===== config.mk =====
export PLATFORM = sky130hd
export DESIGN_NAME = block_fifo
export DESIGN_NICKNAME = d
export VERILOG_FILES = /design/src/common/ramtest_pkg.sv /design/src/source/block_fifo.sv
export SDC_FILE = /design/constraint.sdc
export NUM_CORES = 2
export LEC_CHECK = 0
export BUFFER_PORTS_ARGS = -buffer_cell sky130_fd_sc_hd__buf_2
export CORE_ASPECT_RATIO = 1.4
export CORE_MARGIN = 5
export CORE_UTILIZATION = 47
export DETAILED_ROUTE_END_ITERATION = 8
export MAX_ROUTING_LAYER = met4
export SETUP_SLACK_MARGIN = 0.5
export SYNTH_ARGS = -nofsm -noshare
export SYNTH_HDL_FRONTEND = slang
export SYNTH_SLANG_ARGS = --single-unit

===== constraint.sdc =====
create_clock -name okClk -period 11.2 [get_ports okClk]
set_clock_uncertainty 0.05 [all_clocks]
set_input_delay 1.12 -clock okClk [delete_from_list [all_inputs] [get_ports okClk]]
set_output_delay 1.12 -clock okClk [all_outputs]
set_load 0.02 [all_outputs]

===== src/common/ramtest_pkg.sv =====
`default_nettype none

package ramtest_pkg;

	// ------------------------------------------------
	// Data path
	// ------------------------------------------------
	localparam int DATA_W = 32; // Host and memory word width

	// ------------------------------------------------
	// Memory command channel
	// ------------------------------------------------
	// Burst length field carries length minus one, as on the MIG port
	localparam int BL_W = 6;

	// Opcodes follow the low bits of the MIG instruction field
	typedef enum logic [1:0] {
		MEM_WRITE = 2'b00,
		MEM_READ  = 2'b01
	} mem_op_t;

endpackage

`default_nettype wire


===== src/source/block_fifo.sv =====
`timescale 1ns/1ns
`default_nettype none

module block_fifo
	import ramtest_pkg::*;
#(
	parameter int DEPTH = 64
) (
	input  wire logic                           okClk,
	input  wire logic                           rst,
	input  wire logic                           soft_rst,
	input  wire logic                           write,
	input  wire logic [DATA_W-1:0]              wdata,
	input  wire logic                           read,
	output logic      [DATA_W-1:0]              rdata,
	output logic      [$clog2(DEPTH+1)-1:0]     count,
	output logic                                empty
);

	localparam int PTR_W = $clog2(DEPTH);
	localparam int CNT_W = $clog2(DEPTH+1);

	logic [DATA_W-1:0] mem [DEPTH];
	logic [PTR_W-1:0]  wr_ptr;
	logic [PTR_W-1:0]  rd_ptr;

	// Head word is always presented, so the reader sees data with read
	assign rdata = mem[rd_ptr];
	assign empty = (count == '0);

	always_ff @(posedge okClk) begin
		if (write) begin
			mem[wr_ptr] <= wdata;
		end
	end

	always_ff @(posedge okClk) begin
		if (rst || soft_rst) begin
			wr_ptr <= '0;
			rd_ptr <= '0;
			count  <= '0;
		end else begin
			if (write) begin
				wr_ptr <= (wr_ptr == PTR_W'(DEPTH-1)) ? '0 : wr_ptr + 1'b1;
			end
			if (read) begin
				rd_ptr <= (rd_ptr == PTR_W'(DEPTH-1)) ? '0 : rd_ptr + 1'b1;
			end
			count <= count + CNT_W'(write) - CNT_W'(read); // New word counted next cycle
		end
	end

	// ------------------------------------------------
	// Protocol checks on both sides
	// ------------------------------------------------
	// The host and the DMA credits are what keep these from firing
	a_no_overflow: assert property (@(posedge okClk) disable iff (rst || soft_rst)
		!(write && count == CNT_W'(DEPTH)))
		else $error("block_fifo: write while full");

	a_no_underflow: assert property (@(posedge okClk) disable iff (rst || soft_rst)
		!(read && empty))
		else $error("block_fifo: read while empty");

endmodule

`default_nettype wire


==> metrics.md <==
| Metric | Value |
|---|---|
| Net Count, Synth | `3626` |
| Buf+Inv Stages, Crit Path | `3` |
| CP max FO | `89` |
| Arrival time worst endpoint | `5450 ps` |
| Port bufs | `76` |
| Worst hold path type | `register to register` |
| Die ar. | `177000 um2` |
| Critical R2R Capture | `mem[63][17]$_DFFE_PP_` |
| Global route overflow | `0` |
| Crit-path slowest cell | `nor2b_1` |
| # clock sinks | `2073` |
| Top cell type's share of synthesized area | `77.6%` |
| R2R Setup Slk | `7740 ps` |
| Antenna violations before repair | `12` |
| Fmax | `0.151 GHz` |
| Crit-path cells | `buf_12 -> buf_4 -> nor2b_1 -> a22oi_1 -> a31oi_1 -> o21ai_1 -> o21ai_1 -> nor2_1 -> buf_2` |
| CTS tree | `built` |
| Final WL | `206 mm` |
| Power per cell area | `173 nW/um2` |
| Area of the multi-input gates | `16600 um2` |
| Req. time, crit path | `10030 ps` |
| Buffers inserted by post-CTS timing repair | `0` |
| YS warnings | `0` |
| Crit-path leading delay family | `buffers and inverters` |
| Via count | `37977` |
| Clock transition at path regs | `60 ps` |
| Least-Margin Pin Slew | `1370 ps` |
| Hold Crit Depth | `2` |
| Post-route setup TNS | `0 ps` |
| # DRC | `0` |
| Hold path start | `rd_ptr[5]$_SDFFE_PP0P_` |
| RR Startpoint | `wr_ptr[2]$_SDFFE_PP0P_` |
| Placed Area | `82900 um2` |
| Largest net degree at the start of global routing | `111` |
| Post-DP HPWL | `110 mm` |
| Crit end category | `output pin` |
| Slew Limit Fails | `0` |
| Mapped Cells | `3577` |
| Max Cap Violations | `0` |
| EDFF count, synth | `2048` |
| Placer Congestion | `0.790` |
| Wire per inst | `33.3 um` |
| Detail Route Antenna Nets | `0` |
| CP Class | `register to output pin` |
| Site row count | `178` |
| Max Root-Sink Buffers | `3` |
| Core region area | `168000 um2` |
| Worst r2r path cells | `3` |
| Initial Util | `47.2%` |
| Leading cell type in the layout, fill and taps excluded | `edfxtp_1` |
| First-pass DRT Iterations | `5` |
| Outcome | `finished, final reports clean` |
| Clock Latency Late Sink | `820 ps` |
| Die height | `496 um` |
| Starting DRC count in detailed routing | `4302` |
| Layout net count | `3813` |
| Post-route cell area | `88900 um2` |
| Vias in the first global route | `38514` |
| Synth area leader | `edfxtp_1` |
| Tmin final | `6620 ps` |
| CP most frequent cell | `o21ai_1` |
| Endpoints failing hold | `0` |
| I/O Pins | `77` |
| Ys flop type | `edfxtp_1` |
| Most frequent cells in the layout | `edfxtp_1, mux4_2, clkbuf_16` |
| Rel. slew slack | `8.05%` |
| Area grow syn2layout | `12.2%` |
| LEAKAGE | `26.5 nW` |
| CP Depth | `9` |
| Post-cts sizing count | `0` |
| Nature of the critical path startpoint | `register` |
| RSZ-0062 raised after global routing | `false` |
| Sequential area share after synthesis | `78.2%` |
| Synth Area per Inst | `22.2 um2` |
| CTS Buf Count | `186` |
| # fillers | `12983` |
| Dominant cells by area after synthesis | `edfxtp_1, mux4_2, mux2i_1, o22ai_1, mux2_2` |
| Share of layout cells above drive strength 1 | `27.0%` |
| Worst hold slack | `476 ps` |
| Peak supply drop | `140 uV` |
| Avg Vias per Cell | `6.14` |
| Hold Buf Count CTS | `0` |
| Setup violations, final | `0` |
| Seq cells post-synth | `2073` |
| Die Wd | `357 um` |
| Register area | `62000 um2` |
| H-tree Lvls | `4` |
| Total GRT Usage | `24.1%` |
| Global-route wire length before repair | `292 mm` |
| Yosys cell types | `49` |
| Asr flop ratio synth | `0%` |
| Crit path largest cell delay | `1120 ps` |
| Root Driver | `clkbuf_16` |
| Period utilization | `59.1%` |
| Mapped cell area | `79300 um2` |
[logic make-up (layout without fill, tap and decap cells)]
group | after synthesis | after routing | share of synthesized area [%]
fa+ha+maj | 12 | 12 | 0.199
other cells | 0 | 6 | 0
xor+xnor | 11 | 11 | 0.122
buf+inv | 213 | 561 | 1.46
flops | 2073 | 2073 | 78.2
simple gates | 282 | 282 | 1.67
compound gates | 328 | 328 | 2.68
mux | 658 | 658 | 15.7
[report_power, final]
| part | total [mW] | switching, mW | internal [mW] |
|---|---|---|---|
| sequential | 8.55 | 0.0130 | 8.54 |
| combinational | 0.456 | 0.302 | 0.154 |
| clock | 6.35 | 2.78 | 3.57 |
| total | 15.4 | 3.09 | 12.3 |
[registers in the layout, summed over array words and instances, names as in the netlist, named ones only]
signal / cells
count: 7
mem: 2048
rd_ptr: 6
wr_ptr: 6
[tightest hold or removal path: cells and delay by family, from the launching register on]
kind | cells | cell delay [ps]
flip-flops | 1 | 320
AO/OA/AOI/OAI | 2 | 160
[cell usage after synthesis, types with 32 or more instances]
cell type and number:
a21oi_1 48, nor2_1 117, buf_4 50, buf_2 68, o22ai_1 115, mux2i_1 147
nand2_1 52, a22oi_1 32, clkbuf_1 63, edfxtp_1 2048, o21ai_0 37, mux4_2 462
mux2_2 49
[routing by layer]
metal / part of all wire, % / vias to the layer above / global-route usage [%]
li1: - / 15512 / -
met4: 3.0 / 0 / 6.76
met5: 0 / - / -
met3: 6.9 / 289 / 3.94
met2: 51 / 1526 / 39.4
met1: 39 / 20650 / 31.8
[stage by stage]
stage | instances | power, mW | setup WS (ps) | util [%]
after global placement | 5823 | 9.17 | 5260 | 49.4
after floorplan | 3577 | 8.95 | 6000 | -
after CTS | 6172 | 15.5 | 4330 | 52.9
after global routing | 6180 | 15.8 | 4400 | 53.0
after detailed placement | 5823 | 9.18 | 5230 | 49.4
final | 6181 | 15.4 | 4580 | 53.0
[final cells by class]
type,instances,area share [%]
inverter,12,0.0506
sequential,2073,69.7
multi-input combinational,1291,18.7
timing repair buffer,200,1.57
clock inverter,115,1.16
tap,2250,3.17
clock buffer,234,5.61
antenna,6,0.0169
[how the worst max path moves through the flow]
stage                      endpoint  slack [ps]
2_1_floorplan  mem[40][0]$_DFFE_PP_        6000
3_3_place_gp              rdata[17]        5260
3_5_place_dp              rdata[17]        5230
4_1_cts                   rdata[17]        4330
5_1_grt                   rdata[17]        4400
6_report                  rdata[17]        4580
Note: power is estimated with default switching activity, not from simulation.
