===== src/common/ramtest_pkg.sv =====
`default_nettype none

package ramtest_pkg;

	// ------------------------------------------------
	// Data path
	// ------------------------------------------------
	localparam int DATA_W = 32; // Host and memory word width

	// ------------------------------------------------
	// Memory command channel
	// ------------------------------------------------
	// Burst length field carries length minus one, as on the MIG port
	localparam int BL_W = 6;

	// Opcodes follow the low bits of the MIG instruction field
	typedef enum logic [1:0] {
		MEM_WRITE = 2'b00,
		MEM_READ  = 2'b01
	} mem_op_t;

endpackage

`default_nettype wire


===== src/dma/dma_ctrl.sv =====
`timescale 1ns/1ns
`default_nettype none

module dma_ctrl
	import ramtest_pkg::*;
#(
	parameter int FIFO_DEPTH = 64,
	parameter int BURST      = 8,
	parameter int MEM_WORDS  = 256,
	parameter int CMD_DEPTH  = 4
) (
	input  wire logic                             okClk,
	input  wire logic                             rst,
	input  wire logic                             soft_rst,
	input  wire logic                             reads_en,
	input  wire logic                             writes_en,
	input  wire logic [$clog2(FIFO_DEPTH+1)-1:0]  ib_count,
	input  wire logic [DATA_W-1:0]                ib_data,
	output logic                                  ib_read,
	input  wire logic                             po_read,
	output logic                                  cmd_en,
	output mem_op_t                               cmd_op,
	output logic      [$clog2(MEM_WORDS)-1:0]     cmd_addr,
	output logic      [BL_W-1:0]                  cmd_bl,
	input  wire logic                             cmd_done,
	output logic                                  wr_en,
	output logic      [DATA_W-1:0]                wr_data
);

	localparam int ADDR_W = $clog2(MEM_WORDS);
	localparam int OC_W   = $clog2(FIFO_DEPTH+1);
	localparam int CC_W   = $clog2(CMD_DEPTH+1);
	localparam int SC_W   = $clog2(MEM_WORDS+1);

	localparam logic [1:0] ST_IDLE  = 2'd0;
	localparam logic [1:0] ST_WRITE = 2'd1;
	localparam logic [1:0] ST_READ  = 2'd2;

	logic [1:0]        state;
	logic [BL_W-1:0]   beat;
	logic              last_write;   // Alternation between writes and reads
	logic [ADDR_W-1:0] wr_addr;
	logic [ADDR_W-1:0] rd_addr;
	logic [CC_W-1:0]   cmd_credits;
	logic [OC_W-1:0]   out_credits;  // Free pipe-out words not yet promised
	logic [SC_W-1:0]   stored;       // Words in memory awaiting read
	logic              can_write;
	logic              can_read;
	logic              wr_issue;
	logic              rd_issue;

	assign can_write = writes_en && (int'(ib_count) >= BURST) && (cmd_credits != '0) &&
		(int'(stored) <= MEM_WORDS - BURST);
	assign can_read = reads_en && (int'(stored) >= BURST) && (cmd_credits != '0) &&
		(int'(out_credits) >= BURST);

	// ------------------------------------------------
	// Outputs decoded from state
	// ------------------------------------------------
	assign ib_read  = (state == ST_WRITE);
	assign wr_en    = ib_read;          // Pipe-in head goes straight to the write queue
	assign wr_data  = ib_data;
	assign wr_issue = (state == ST_WRITE) && (beat == BL_W'(BURST-1)); // With last data word
	assign rd_issue = (state == ST_READ);
	assign cmd_en   = wr_issue || rd_issue;
	assign cmd_op   = rd_issue ? MEM_READ : MEM_WRITE;
	assign cmd_addr = rd_issue ? rd_addr : wr_addr;
	assign cmd_bl   = BL_W'(BURST-1);

	always_ff @(posedge okClk) begin
		if (rst || soft_rst) begin
			state      <= ST_IDLE;
			beat       <= '0;
			last_write <= 1'b0;
		end else begin
			case (state)
				ST_IDLE: begin
					beat <= '0;
					if (can_write && (!can_read || !last_write)) begin
						state <= ST_WRITE;
					end else if (can_read) begin
						state <= ST_READ;
					end
				end
				ST_WRITE: begin
					beat <= beat + 1'b1;
					if (wr_issue) begin
						state      <= ST_IDLE;
						last_write <= 1'b1;
					end
				end
				ST_READ: begin
					state      <= ST_IDLE; // Single command cycle
					last_write <= 1'b0;
				end
				default: state <= ST_IDLE;
			endcase
		end
	end

	// ------------------------------------------------
	// Addresses, credits and memory occupancy
	// ------------------------------------------------
	always_ff @(posedge okClk) begin
		if (rst || soft_rst) begin
			wr_addr     <= '0;
			rd_addr     <= '0;
			stored      <= '0;
			cmd_credits <= CC_W'(CMD_DEPTH);
			out_credits <= OC_W'(FIFO_DEPTH);
		end else begin
			if (wr_issue) begin
				wr_addr <= wr_addr + ADDR_W'(BURST); // Wraps with the array size
				stored  <= stored + SC_W'(BURST);
			end else if (rd_issue) begin
				rd_addr <= rd_addr + ADDR_W'(BURST);
				stored  <= stored - SC_W'(BURST);
			end
			cmd_credits <= cmd_credits - CC_W'(cmd_en) + CC_W'(cmd_done);
			out_credits <= out_credits + OC_W'(po_read) - (rd_issue ? OC_W'(BURST) : '0);
		end
	end

	// Returns from mem_port and the host must never outnumber what was spent
	a_credit_bound: assert property (@(posedge okClk) disable iff (rst || soft_rst)
		(int'(cmd_credits) <= CMD_DEPTH) && (int'(out_credits) <= FIFO_DEPTH))
		else $error("dma_ctrl: credit counter above its initial value");

endmodule

`default_nettype wire


===== config.mk =====
export PLATFORM = sky130hd
export DESIGN_NAME = dma_ctrl
export DESIGN_NICKNAME = d
export VERILOG_FILES = /design/src/common/ramtest_pkg.sv /design/src/dma/dma_ctrl.sv
export SDC_FILE = /design/constraint.sdc
export NUM_CORES = 1
export LEC_CHECK = 0
export ABC_AREA = 1
export BUFFER_PORTS_ARGS = -buffer_cell sky130_fd_sc_hd__buf_2
export CORE_ASPECT_RATIO = 1.1
export CORE_UTILIZATION = 48
export CTS_BUF_LIST = sky130_fd_sc_hd__clkbuf_16
export DETAILED_ROUTE_END_ITERATION = 10
export GPL_TIMING_DRIVEN = 0
export HOLD_SLACK_MARGIN = 0.12
export PLACE_DENSITY = 0.88
export SLEW_MARGIN = 20
export SYNTH_ARGS = -nofsm -noshare
export SYNTH_HDL_FRONTEND = slang
export SYNTH_SLANG_ARGS = --single-unit

===== constraint.sdc =====
create_clock -name okClk -period 2.7 [get_ports okClk]
set_input_delay 0.135 -clock okClk [delete_from_list [all_inputs] [get_ports okClk]]
set_output_delay 0.135 -clock okClk [all_outputs]
set_load 0.01 [all_outputs]

==> flow_summary_export.csv, run 1 <==
group,metric,value,unit
floorplanning,floorplan.core_area,4680,um2
floorplanning,fp.dieW,68.7,um
final_layout,sequential_cell_area,701,um2
global_routing,grt-ovfl-total,0,
synth,syn-cell-area,2350,um2
synth,synth.distinct_cells,29,
sta,fin_worst_skew,0.00170,ns
clocking,clock_latency,0.27,ns
worst_setup_path,timing.critical_path.cells,"ha_1, nand4_4, buf_6, nand2_1, ha_1, inv_1, ha_1, inv_1, fa_1, or2_2, nand3_1",
worst_setup_path,cp-end-kind,"flop",
detailed_routing,routed-via-count,2171,
floorplanning,floorplan.die.height,75.4,um
sta,clock.fmax,415,MHz
detailed_routing,drcViolationCount,0,
placed_design,placed_area,2700,um2
clocking,cts_tree,"yes",
sta,final.setup.tns,0,ns
clocking,cts_hold_buffers,0,
global_routing,grt.met2_usage,37.9,%
final_layout,final_layout_size_suffix_gt1_share,28.2,%
global_routing,global_route.peak_usage_layer,"met2",
detailed_routing,routed_via_density,4.82,
synth,post_synth.cell_area_avg,7.14,um2
placed_design,dp_hpwl,3.83,mm
power_and_ir_drop,ir_worst_vdd,0.420,mV
floorplanning,io_pins,97,
synth,yosysWarnings,0,
worst_hold_path,hold_class,"input port to flop",
clocking,clock-sinks,35,
flow_run,max-cap-violations,0,
sta,setup_viol,0,
detailed_routing,routed_wl,4.85,mm
power_and_ir_drop,cellLeakagePower,1.41,nW
detailed_routing,detailedRoute.firstIterationViolations,71,
detailed_routing,firstDrtPassIters,4,
placed_design,gp_congestion,0.788,
sta,max_slew_margin,66.3,%
global_routing,grt_antenna_before_repair,0,
clocking,cts_max_level,2,
clocking,clock_path_buffers,2,
sta,maxSlewViolCount,0,
sta,measured_slew_at_the_worst_slew_check_pin,0.505,ns
detailed_routing,detail_route.wl_per_cell,10.8,um
sta,final.period_utilization,89.3,%
worst_setup_path,timing.critical_path.slowest_cell_delay,0.38,ns
worst_setup_path,worst_path_max_delay_cell,"fa_1",
global_routing,grt_first_pass_wirelength,7.76,mm
floorplanning,core.rowCount,26,
worst_setup_path,critPathKind,"flop to flop",
worst_setup_path,cp.required,2.92,ns
synth,synth_seq_area_share,29.8,%
power_and_ir_drop,cellPowerDensity,456,nW/um2
final_layout,layout.cells.most_common,"nand2_1",
clocking,ctsRootBufferMaster,"clkbuf_16",
final_layout,commonest_cells_after_routing_fill_and_taps_aside,"nand2_1, buf_2, buf_4",
final_layout,design_area,2830,um2
final_layout,nets,462,
final_layout,area_growth,20.6,%
detailed_routing,drtAntennaViolNets,0,
final_layout,multi_input_area,1140,um2
clocking,post_cts_resized,0,
sta,rsz0062_at_grt,"no",
clocking,postCtsSetupRepairBufs,0,
global_routing,met1_usage,19.8,%
floorplanning,initial_utilization,50.1,%
synth,post_synth_inst_count,329,
worst_setup_path,cp.arrival,2.63,ns
worst_setup_path,critical-path-top-cell-by-count,"ha_1",
final_layout,diodes,0,
synth,yosys_register_bits,35,
global_routing,grt_max_degree,11,
global_routing,grt_use_total,20.0,%
placed_design,place.port_buffers,51,
floorplanning,design.die.area,5180,um2
global_routing,grt_pass1_vias,1954,
clocking,cts.reportedPaths.clkPinSlew,0.05,ns
clocking,tritoncts.num_buffers,5,
status,status,"complete, no violations",
worst_setup_path,critical_path.max_fanout,10,
worst_setup_path,cp-start-kind,"flop",
sta,final-hold-violation-count,0,
sta,period_needed,2.41,ns
global_routing,groute.layer.met3.usage,5.54,%
final_layout,fillcell_total,412,
-- power by group --
group / switching, mW / internal, mW
sequential: 0.0107 / 0.530
clock: 0.193 / 0.327
combinational: 0.120 / 0.110
total: 0.324 / 0.968
-- synth_stat cells --
| cell | instances | share of area [%] |
|---|---|---|
| nor2_1 | 43 | 6.9 |
| nand2_1 | 53 | 8.5 |
| nor4_1 | 1 | 0.27 |
| clkbuf_1 | 1 | 0.16 |
| inv_1 | 43 | 6.9 |
| nor3_1 | 10 | 2.1 |
| nor2_4 | 2 | 0.96 |
| nand3_2 | 1 | 0.43 |
| dfxtp_1 | 35 | 30 |
| conb_1 | 2 | 0.32 |
| nand3b_1 | 1 | 0.32 |
| nand3_1 | 17 | 3.6 |
| buf_2 | 1 | 0.21 |
| nor3b_1 | 3 | 0.96 |
| a211oi_1 | 2 | 0.64 |
| xor2_1 | 1 | 0.37 |
| buf_4 | 45 | 14 |
| or2_2 | 1 | 0.27 |
| nor2_2 | 1 | 0.27 |
| inv_2 | 1 | 0.16 |
| buf_6 | 1 | 0.48 |
| nand4_1 | 1 | 0.27 |
| clkbuf_8 | 1 | 0.59 |
| o21a_1 | 2 | 0.64 |
| o21ai_0 | 14 | 3.0 |
| ha_1 | 20 | 11 |
| nand4_4 | 1 | 0.91 |
| a21oi_1 | 24 | 5.1 |
| fa_1 | 1 | 0.85 |
-- worst max-delay path, delay by kind of cell (launching register included) --
| kind | cells | cell delay, ns |
|---|---|---|
| flip-flops | 1 | 0.37 |
| adder cells (fa/ha/maj) | 4 | 1.06 |
| buffers and inverters | 3 | 0.29 |
| AND/OR/NAND/NOR | 4 | 0.64 |
-- worst paths after layout --
kind | depth (start not counted) | slack, ns | startpoint | to
hold reg to reg | 2 | 0.47 | last_write | last_write
setup reg to reg | 11 | 0.29 | beat[0] | cmd_credits[2]
hold / removal | 4 | 0.20 | cmd_done | cmd_credits[0]
setup / recovery | 11 | 0.29 | beat[0] | cmd_credits[2]
-- metal layers --
layer  vias to the layer above  routed length, um
met2                        62               2610
li1                       1118                  -
met4                         0                 80
met3                         9                243
met5                         -                  0
met1                       982               1920
-- flip-flops by register name, indices dropped and copies added (netlist names) --
| name | count |
|---|---|
| beat | 6 |
| cmd_credits | 3 |
| last_write | 1 |
| out_credits | 7 |
| rd_addr | 5 |
| state | 2 |
| stored | 6 |
| wr_addr | 5 |
-- stage by stage --
step | utilization (%) | hold slack, ns | worst slack, ns | total power, mW | std cells
2_1_floorplan | - | 0.336 | 0.443 | 0.719 | 337
3_3_place_gp | 57.7 | 0.453 | 0.363 | 0.771 | 444
3_5_place_dp | 57.7 | 0.453 | 0.315 | 0.780 | 444
4_1_cts | 60.5 | 0.200 | 0.272 | 1.30 | 450
5_1_grt | 60.5 | 0.223 | 0.129 | 1.36 | 450
6_report | 60.5 | 0.202 | 0.290 | 1.29 | 450
-- final cells by class --
cell class	count	area share, %
buffer	49	13.1
clock buffer	5	4.42
clock inverter	1	0.133
inverter	44	5.83
multi-input combinational	209	40.3
sequential	35	24.7
tap	56	2.47
timing repair buffer	51	9.01
-- kinds of logic (layout without fill, tap and decap cells) --
family,after synthesis,in the layout,synth area share (%)
AND/OR/NAND/NOR,135,135,25.7
AO/OA/AOI/OAI,42,42,9.38
buffers and inverters,93,150,22.9
other,2,10,0.320
XOR/XNOR,1,1,0.373
flip-flops,35,35,29.8
adder cells (fa/ha/maj),21,21,11.5
No activity file was read; power rests on OpenSTA's default activity.
==> inputs of run 2 (changes only) <==
--- a/config.mk
+++ b/config.mk
@@ -8,12 +8,12 @@
 export ABC_AREA = 1
 export BUFFER_PORTS_ARGS = -buffer_cell sky130_fd_sc_hd__buf_2
 export CORE_ASPECT_RATIO = 1.1
-export CORE_UTILIZATION = 48
+export CORE_UTILIZATION = 44
 export CTS_BUF_LIST = sky130_fd_sc_hd__clkbuf_16
 export DETAILED_ROUTE_END_ITERATION = 10
 export GPL_TIMING_DRIVEN = 0
 export HOLD_SLACK_MARGIN = 0.12
-export PLACE_DENSITY = 0.88
+export PLACE_DENSITY = 0.85
 export SLEW_MARGIN = 20
 export SYNTH_ARGS = -nofsm -noshare
 export SYNTH_HDL_FRONTEND = slang
==> constraint.sdc (replaced) <==
create_clock -name okClk -period 2 [get_ports okClk]
set_input_delay 0.1 -clock okClk [delete_from_list [all_inputs] [get_ports okClk]]
set_output_delay 0.1 -clock okClk [all_outputs]
set_load 0.01 [all_outputs]
==> flow_summary_export.csv, run 2 (same netlist as run 1, synthesis figures left out) <==
group,metric,value,unit
worst_setup_path,cp-end-kind,"flop",
power_and_ir_drop,cellPowerDensity,637,nW/um2
sta,measured_slew_at_the_worst_slew_check_pin,0.545,ns
floorplanning,core.rowCount,27,
floorplanning,floorplan.die.height,78.6,um
global_routing,grt-ovfl-total,0,
detailed_routing,drtAntennaViolNets,0,
clocking,tritoncts.num_buffers,5,
worst_setup_path,critical-path-top-cell-by-count,"inv_2",
final_layout,final_core_util,60.0,%
detailed_routing,detailedRoute.firstIterationViolations,58,
worst_setup_path,cp-startpoint,"state[0]",
detailed_routing,routed_via_density,4.75,
worst_setup_path,worst_path_max_delay_cell,"dfxtp_4",
final_layout,nets,469,
worst_setup_path,cell_count_along_the_critical_path,11,
final_layout,layout.cells.most_common,"buf_4",
final_layout,diodes,0,
placed_design,dpl.cell_count,446,
detailed_routing,routed-via-count,2190,
sta,clock.fmax,531,MHz
sta,rsz0062_at_grt,"yes",
final_layout,final_layout_size_suffix_gt1_share,35.0,%
worst_setup_path,critPathKind,"flop to flop",
final_layout,multi_input_area,1240,um2
final_layout,fillcell_total,457,
flow_run,max-cap-violations,0,
worst_setup_path,cp.arrival,2.10,ns
sta,final.setup.tns,0,ns
final_layout,final-instance-count-excl-fill,461,
sta,setup_viol,0,
detailed_routing,detail_route.wl_per_cell,10.9,um
final_layout,largest-register,"out_credits",
global_routing,grt_pass1_vias,1988,
clocking,clock-sinks,35,
worst_setup_path,crit-reg2reg-capture,"cmd_credits[2]",
clocking,ctsRootBufferMaster,"clkbuf_16",
sta,final-hold-violation-count,0,
sta,fin_worst_skew,0.00551,ns
floorplanning,design.die.area,5630,um2
worst_setup_path,critical_path.max_fanout,4,
final_layout,largestRegisters,"out_credits (7), beat (6), stored (6)",
sta,period_needed,1.88,ns
worst_setup_path,reg2reg_setup_slack,0.12,ns
power_and_ir_drop,cellLeakagePower,1.46,nW
sta,final.period_utilization,94.2,%
clocking,cts_tree,"yes",
placed_design,dp_hpwl,3.69,mm
worst_setup_path,worstPathBufferInverterCount,3,
sta,max_slew_margin,63.7,%
worst_setup_path,critical_path.top_delay_family,"adder cells",
global_routing,grt_antenna_before_repair,0,
final_layout,largest_register_ff_count,7,
worst_hold_path,min_delay_path_depth,4,
clocking,cts_max_level,2,
detailed_routing,firstDrtPassIters,4,
final_layout,area_growth,29.4,%
floorplanning,initial_utilization,46.3,%
worst_setup_path,critPathCapture,"cmd_credits[2]",
worst_setup_path,cp-start-kind,"flop",
worst_setup_path,regToRegStartpoint,"state[0]",
clocking,clock_latency,0.28,ns
floorplanning,fp.dieW,71.7,um
clocking,cts.reportedPaths.clkPinSlew,0.06,ns
clocking,cts_hold_buffers,0,
detailed_routing,routed_wl,5.02,mm
worst_setup_path,cp.required,2.22,ns
final_layout,sequential_cell_area,714,um2
power_and_ir_drop,ir_worst_vdd,0.457,mV
worst_setup_path,timing.critical_path.cells,"inv_2, nor2_4, nand4_4, nand2_4, ha_4, inv_2, ha_4, inv_2, fa_2, or2_4, nand3_1",
floorplanning,io_pins,97,
placed_design,gp_congestion,0.858,
worst_hold_path,hold_class,"input port to flop",
clocking,clock_path_buffers,2,
worst_setup_path,ff2ff_path_depth,11,
global_routing,grt_max_degree,12,
placed_design,place.port_buffers,51,
floorplanning,floorplan.core_area,5070,um2
status,status,"complete, no violations",
global_routing,grt_use_total,18.6,%
worst_setup_path,timing.critical_path.slowest_cell_delay,0.37,ns
detailed_routing,drcViolationCount,0,
sta,maxSlewViolCount,0,
final_layout,commonest_cells_after_routing_fill_and_taps_aside,"buf_4, nand2_1, buf_2",
global_routing,grt_first_pass_wirelength,8.20,mm
[run 2: per-stage QoR]
step	cell area (um2)	total power [mW]	hold WS (ns)	setup slack [ns]
6_report	3040	1.94	0.160	0.117
3_5_place_dp	2750	1.06	0.384	-0.244
4_1_cts	3000	1.95	0.159	0.000540
3_3_place_gp	2750	1.05	0.384	-0.197
5_1_grt	3040	2.03	0.171	-0.00224
2_1_floorplan	2420	0.981	0.292	-0.0110
[run 2: cell type report]
class / count / area share [%]
multi-input cells: 209 / 40.8
flip-flops and latches: 35 / 23.5
plain buffers: 48 / 12.1
repair buffers: 59 / 10.4
inverters: 44 / 5.43
clock buffers: 5 / 4.12
well taps: 58 / 2.39
clock inverters: 3 / 1.28
[run 2: what timing repair did]
item / in CTS / in global routing
cloned: 0 / 0
setup buffers: 4 / 4
setup endpoints to repair: 5 / 4
pin swaps: 3 / 7
gates resized for setup: 15 / 6
[run 2: worst min-delay path by stage]
stage	from	to	slack, ns
6_report	rst	wr_addr[3]	0.16
5_1_grt	rst	out_credits[5]	0.17
4_1_cts	rst	wr_addr[3]	0.16
3_5_place_dp	ib_data[17]	wr_data[17]	0.38
3_3_place_gp	ib_data[23]	wr_data[23]	0.38
2_1_floorplan	ib_data[0]	wr_data[0]	0.29
[run 2: report_power, final]
group,switching [mW],leakage (nW),internal (mW),total (mW)
Combinational,0.174,1.10,0.167,0.341
Sequential,0.0147,0.286,0.713,0.728
Clock,0.287,0.0812,0.580,0.868
[run 2: worst reg2reg max path, delay by kind of cell, from the launching register on]
kind	cells	cell delay, ns
adder cells (fa/ha/maj)	3	0.66
buffers and inverters	3	0.14
flip-flops	1	0.37
AND/OR/NAND/NOR	5	0.66
[run 2: layer usage]
layer / wire length (um) / vias to the layer above / GRT usage, % / part of all wire (%)
met4: 153 / 0 / 10.6 / 3.0
met1: 2000 / 959 / 19.2 / 40
met3: 327 / 18 / 5.52 / 6.5
li1: - / 1136 / - / -
met2: 2550 / 77 / 33.0 / 51
met5: 0 / - / 0 / 0
==> inputs of run 3 (changes only) <==
--- a/config.mk
+++ b/config.mk
@@ -6,6 +6,7 @@
 export NUM_CORES = 1
 export LEC_CHECK = 0
 export ABC_AREA = 1
+export ABC_CLOCK_PERIOD_IN_PS = 2000
 export BUFFER_PORTS_ARGS = -buffer_cell sky130_fd_sc_hd__buf_2
 export CORE_ASPECT_RATIO = 1.1
 export CORE_UTILIZATION = 44
@@ -13,7 +14,7 @@
 export DETAILED_ROUTE_END_ITERATION = 10
 export GPL_TIMING_DRIVEN = 0
 export HOLD_SLACK_MARGIN = 0.12
-export PLACE_DENSITY = 0.85
+export PLACE_DENSITY = 0.83
 export SLEW_MARGIN = 20
 export SYNTH_ARGS = -nofsm -noshare
 export SYNTH_HDL_FRONTEND = slang
==> flow_summary_export.csv, run 3 (same netlist as run 1, synthesis figures left out) <==
group,metric,value,unit
final_layout,area_growth,29.3,%
clocking,ctsRootBufferMaster,"clkbuf_16",
worst_setup_path,worstPathBufferInverterCount,3,
clocking,clock-sinks,35,
clocking,tritoncts.num_buffers,5,
final_layout,largest-register,"out_credits",
power_and_ir_drop,power.clock.fraction,40.9,%
floorplanning,initial_utilization,46.3,%
global_routing,grt_pass1_vias,1965,
floorplanning,floorplan.core_area,5070,um2
detailed_routing,detailedRoute.firstIterationViolations,80,
final_layout,final_layout_size_suffix_gt1_share,35.8,%
worst_setup_path,critPathKind,"flop to flop",
final_layout,largestRegisters,"out_credits (7), beat (6), stored (6)",
worst_setup_path,cp.required,2.17,ns
detailed_routing,drcViolationCount,0,
worst_setup_path,reg2reg_setup_slack,0.08,ns
sta,period_needed,1.92,ns
detailed_routing,routed_via_density,4.71,
final_layout,design_area,3040,um2
power_and_ir_drop,cellLeakagePower,1.47,nW
floorplanning,floorplan.die.height,78.6,um
global_routing,grt_use_total,18.6,%
power_and_ir_drop,internal-power,1.34,mW
worst_hold_path,hold_class,"input port to flop",
sta,clock.fmax,520,MHz
detailed_routing,drtAntennaViolNets,0,
power_and_ir_drop,power_frac_comb,19.1,%
detailed_routing,routed_wl,5.09,mm
sta,fin_worst_skew,0.00318,ns
worst_setup_path,critical_path.max_fanout,10,
worst_setup_path,worst_path_max_delay_cell,"dfxtp_4",
final_layout,nets,471,
worst_hold_path,min_delay_path_depth,4,
placed_design,dp_hpwl,3.70,mm
placed_design,gp_congestion,0.812,
final_layout,fillcell_total,460,
final_layout,layout.cells.most_common,"buf_4",
sta,measured_slew_at_the_worst_slew_check_pin,0.527,ns
sta,max_slew_margin,64.8,%
global_routing,grt_max_degree,12,
worst_setup_path,critical-path-top-cell-by-count,"nand2_1",
worst_setup_path,crit-reg2reg-capture,"out_credits[6]",
final_layout,commonest_cells_after_routing_fill_and_taps_aside,"buf_4, nand2_1, buf_2",
floorplanning,core.rowCount,27,
detailed_routing,detail_route.wl_per_cell,11.0,um
clocking,cts_tree,"yes",
clocking,clock_path_buffers,2,
worst_hold_path,hp-start,"rst",
final_layout,multi_input_area,1240,um2
power_and_ir_drop,power.net_switching,480,uW
detailed_routing,routed-via-count,2183,
worst_setup_path,cp.arrival,2.09,ns
placed_design,place.port_buffers,51,
clocking,cts.reportedPaths.clkPinSlew,0.06,ns
sta,final-hold-violation-count,0,
worst_setup_path,regToRegStartpoint,"state[1]",
placed_design,placed_area,2750,um2
status,status,"complete, no violations",
sta,setup_viol,0,
final_layout,sequential_cell_area,717,um2
final_layout,diodes,0,
sta,final.period_utilization,96.1,%
global_routing,grt_antenna_before_repair,0,
clocking,cts_max_level,2,
power_and_ir_drop,power.share.sequential,40.0,%
floorplanning,io_pins,97,
worst_setup_path,critical_path.top_delay_family,"adder cells",
power_and_ir_drop,ir_worst_vdd,0.403,mV
global_routing,grt-ovfl-total,0,
global_routing,grt_first_pass_wirelength,8.22,mm
worst_hold_path,whs_endpoint,"out_credits[3]",
detailed_routing,firstDrtPassIters,4,
power_and_ir_drop,cellPowerDensity,598,nW/um2
worst_setup_path,cp-end-kind,"flop",
clocking,clock_latency,0.28,ns
worst_setup_path,cp-start-kind,"flop",
worst_setup_path,timing.critical_path.cells,"inv_2, nor2_4, inv_4, buf_6, ha_4, ha_4, nand2_1, nand2_1, nand2_1, nand3_2, a21oi_2, o21ai_1",
floorplanning,design.die.area,5630,um2
power_and_ir_drop,finalPower,1.82,mW
worst_setup_path,ff2ff_path_depth,12,
final_layout,largest_register_ff_count,7,
flow_run,max-cap-violations,0,
sta,maxSlewViolCount,0,
worst_setup_path,timing.critical_path.slowest_cell_delay,0.37,ns
floorplanning,fp.dieW,71.7,um
power_and_ir_drop,power.share.switching,26.4,%
sta,final.setup.tns,0,ns
## run 3: routing by layer
layer  global-route usage [%]  share of wire [%]  vias up
met5                        0                  0        -
li1                         -                  -     1135
met1                     20.9                 41      957
met2                     33.9                 51       80
met4                     8.24                2.1        0
met3                     3.08                6.0       11
## run 3: what timing repair did
item	4_1_cts	5_1_grt
setup endpoints to repair	5	4
pin swaps	5	6
buffers inserted	6	4
gates resized for setup	12	12
hold buffers	0	0
## run 3: how the worst max path moves through the flow
stage	startpoint	end	slack (ns)	cells past startpoint
finish	state[1]	out_credits[6]	0.08	12
global route	state[1]	out_credits[6]	-0.01	12
CTS	beat[2]	cmd_credits[1]	0.008	11
detailed placement	state[1]	out_credits[6]	-0.27	12
global placement	state[1]	out_credits[6]	-0.19	12
floorplan	state[0]	cmd_credits[2]	-0.01	12
## run 3: power groups by stage
stage | Clock, mW | Sequential (mW) | Combinational (mW)
finish | 0.743 | 0.726 | 0.346
global route | 0.801 | 0.728 | 0.385
CTS | 0.748 | 0.729 | 0.331
detailed placement | 0 | 0.744 | 0.321
global placement | 0 | 0.743 | 0.311
floorplan | 0 | 0.741 | 0.240
## run 3: tightest hold or removal path, delay by kind of cell
kind	cells	cell delay [ns]
simple gates	1	0.09
buf+inv	1	0.08
compound gates	2	0.13
## run 3: final cells by class
class	instances	area share [%]
Timing Repair Buffer	61	10.9
Clock inverter	3	0.494
Clock buffer	5	4.12
Tap cell	58	2.39
Inverter	44	5.52
Sequential cell	35	23.6
Buffer	48	12.1
Multi-Input combinational cell	209	40.9
## run 3: metrics by stage
step | setup slack (ns) | std cells | hold slack (ns) | util [%]
final | 0.0784 | 463 | 0.165 | 59.9
after global placement | -0.192 | 446 | 0.383 | 54.2
after CTS | 0.00834 | 460 | 0.173 | 58.9
after global routing | -0.0138 | 463 | 0.182 | 59.9
after detailed placement | -0.268 | 446 | 0.383 | 54.2
after floorplan | -0.0110 | 337 | 0.292 | -
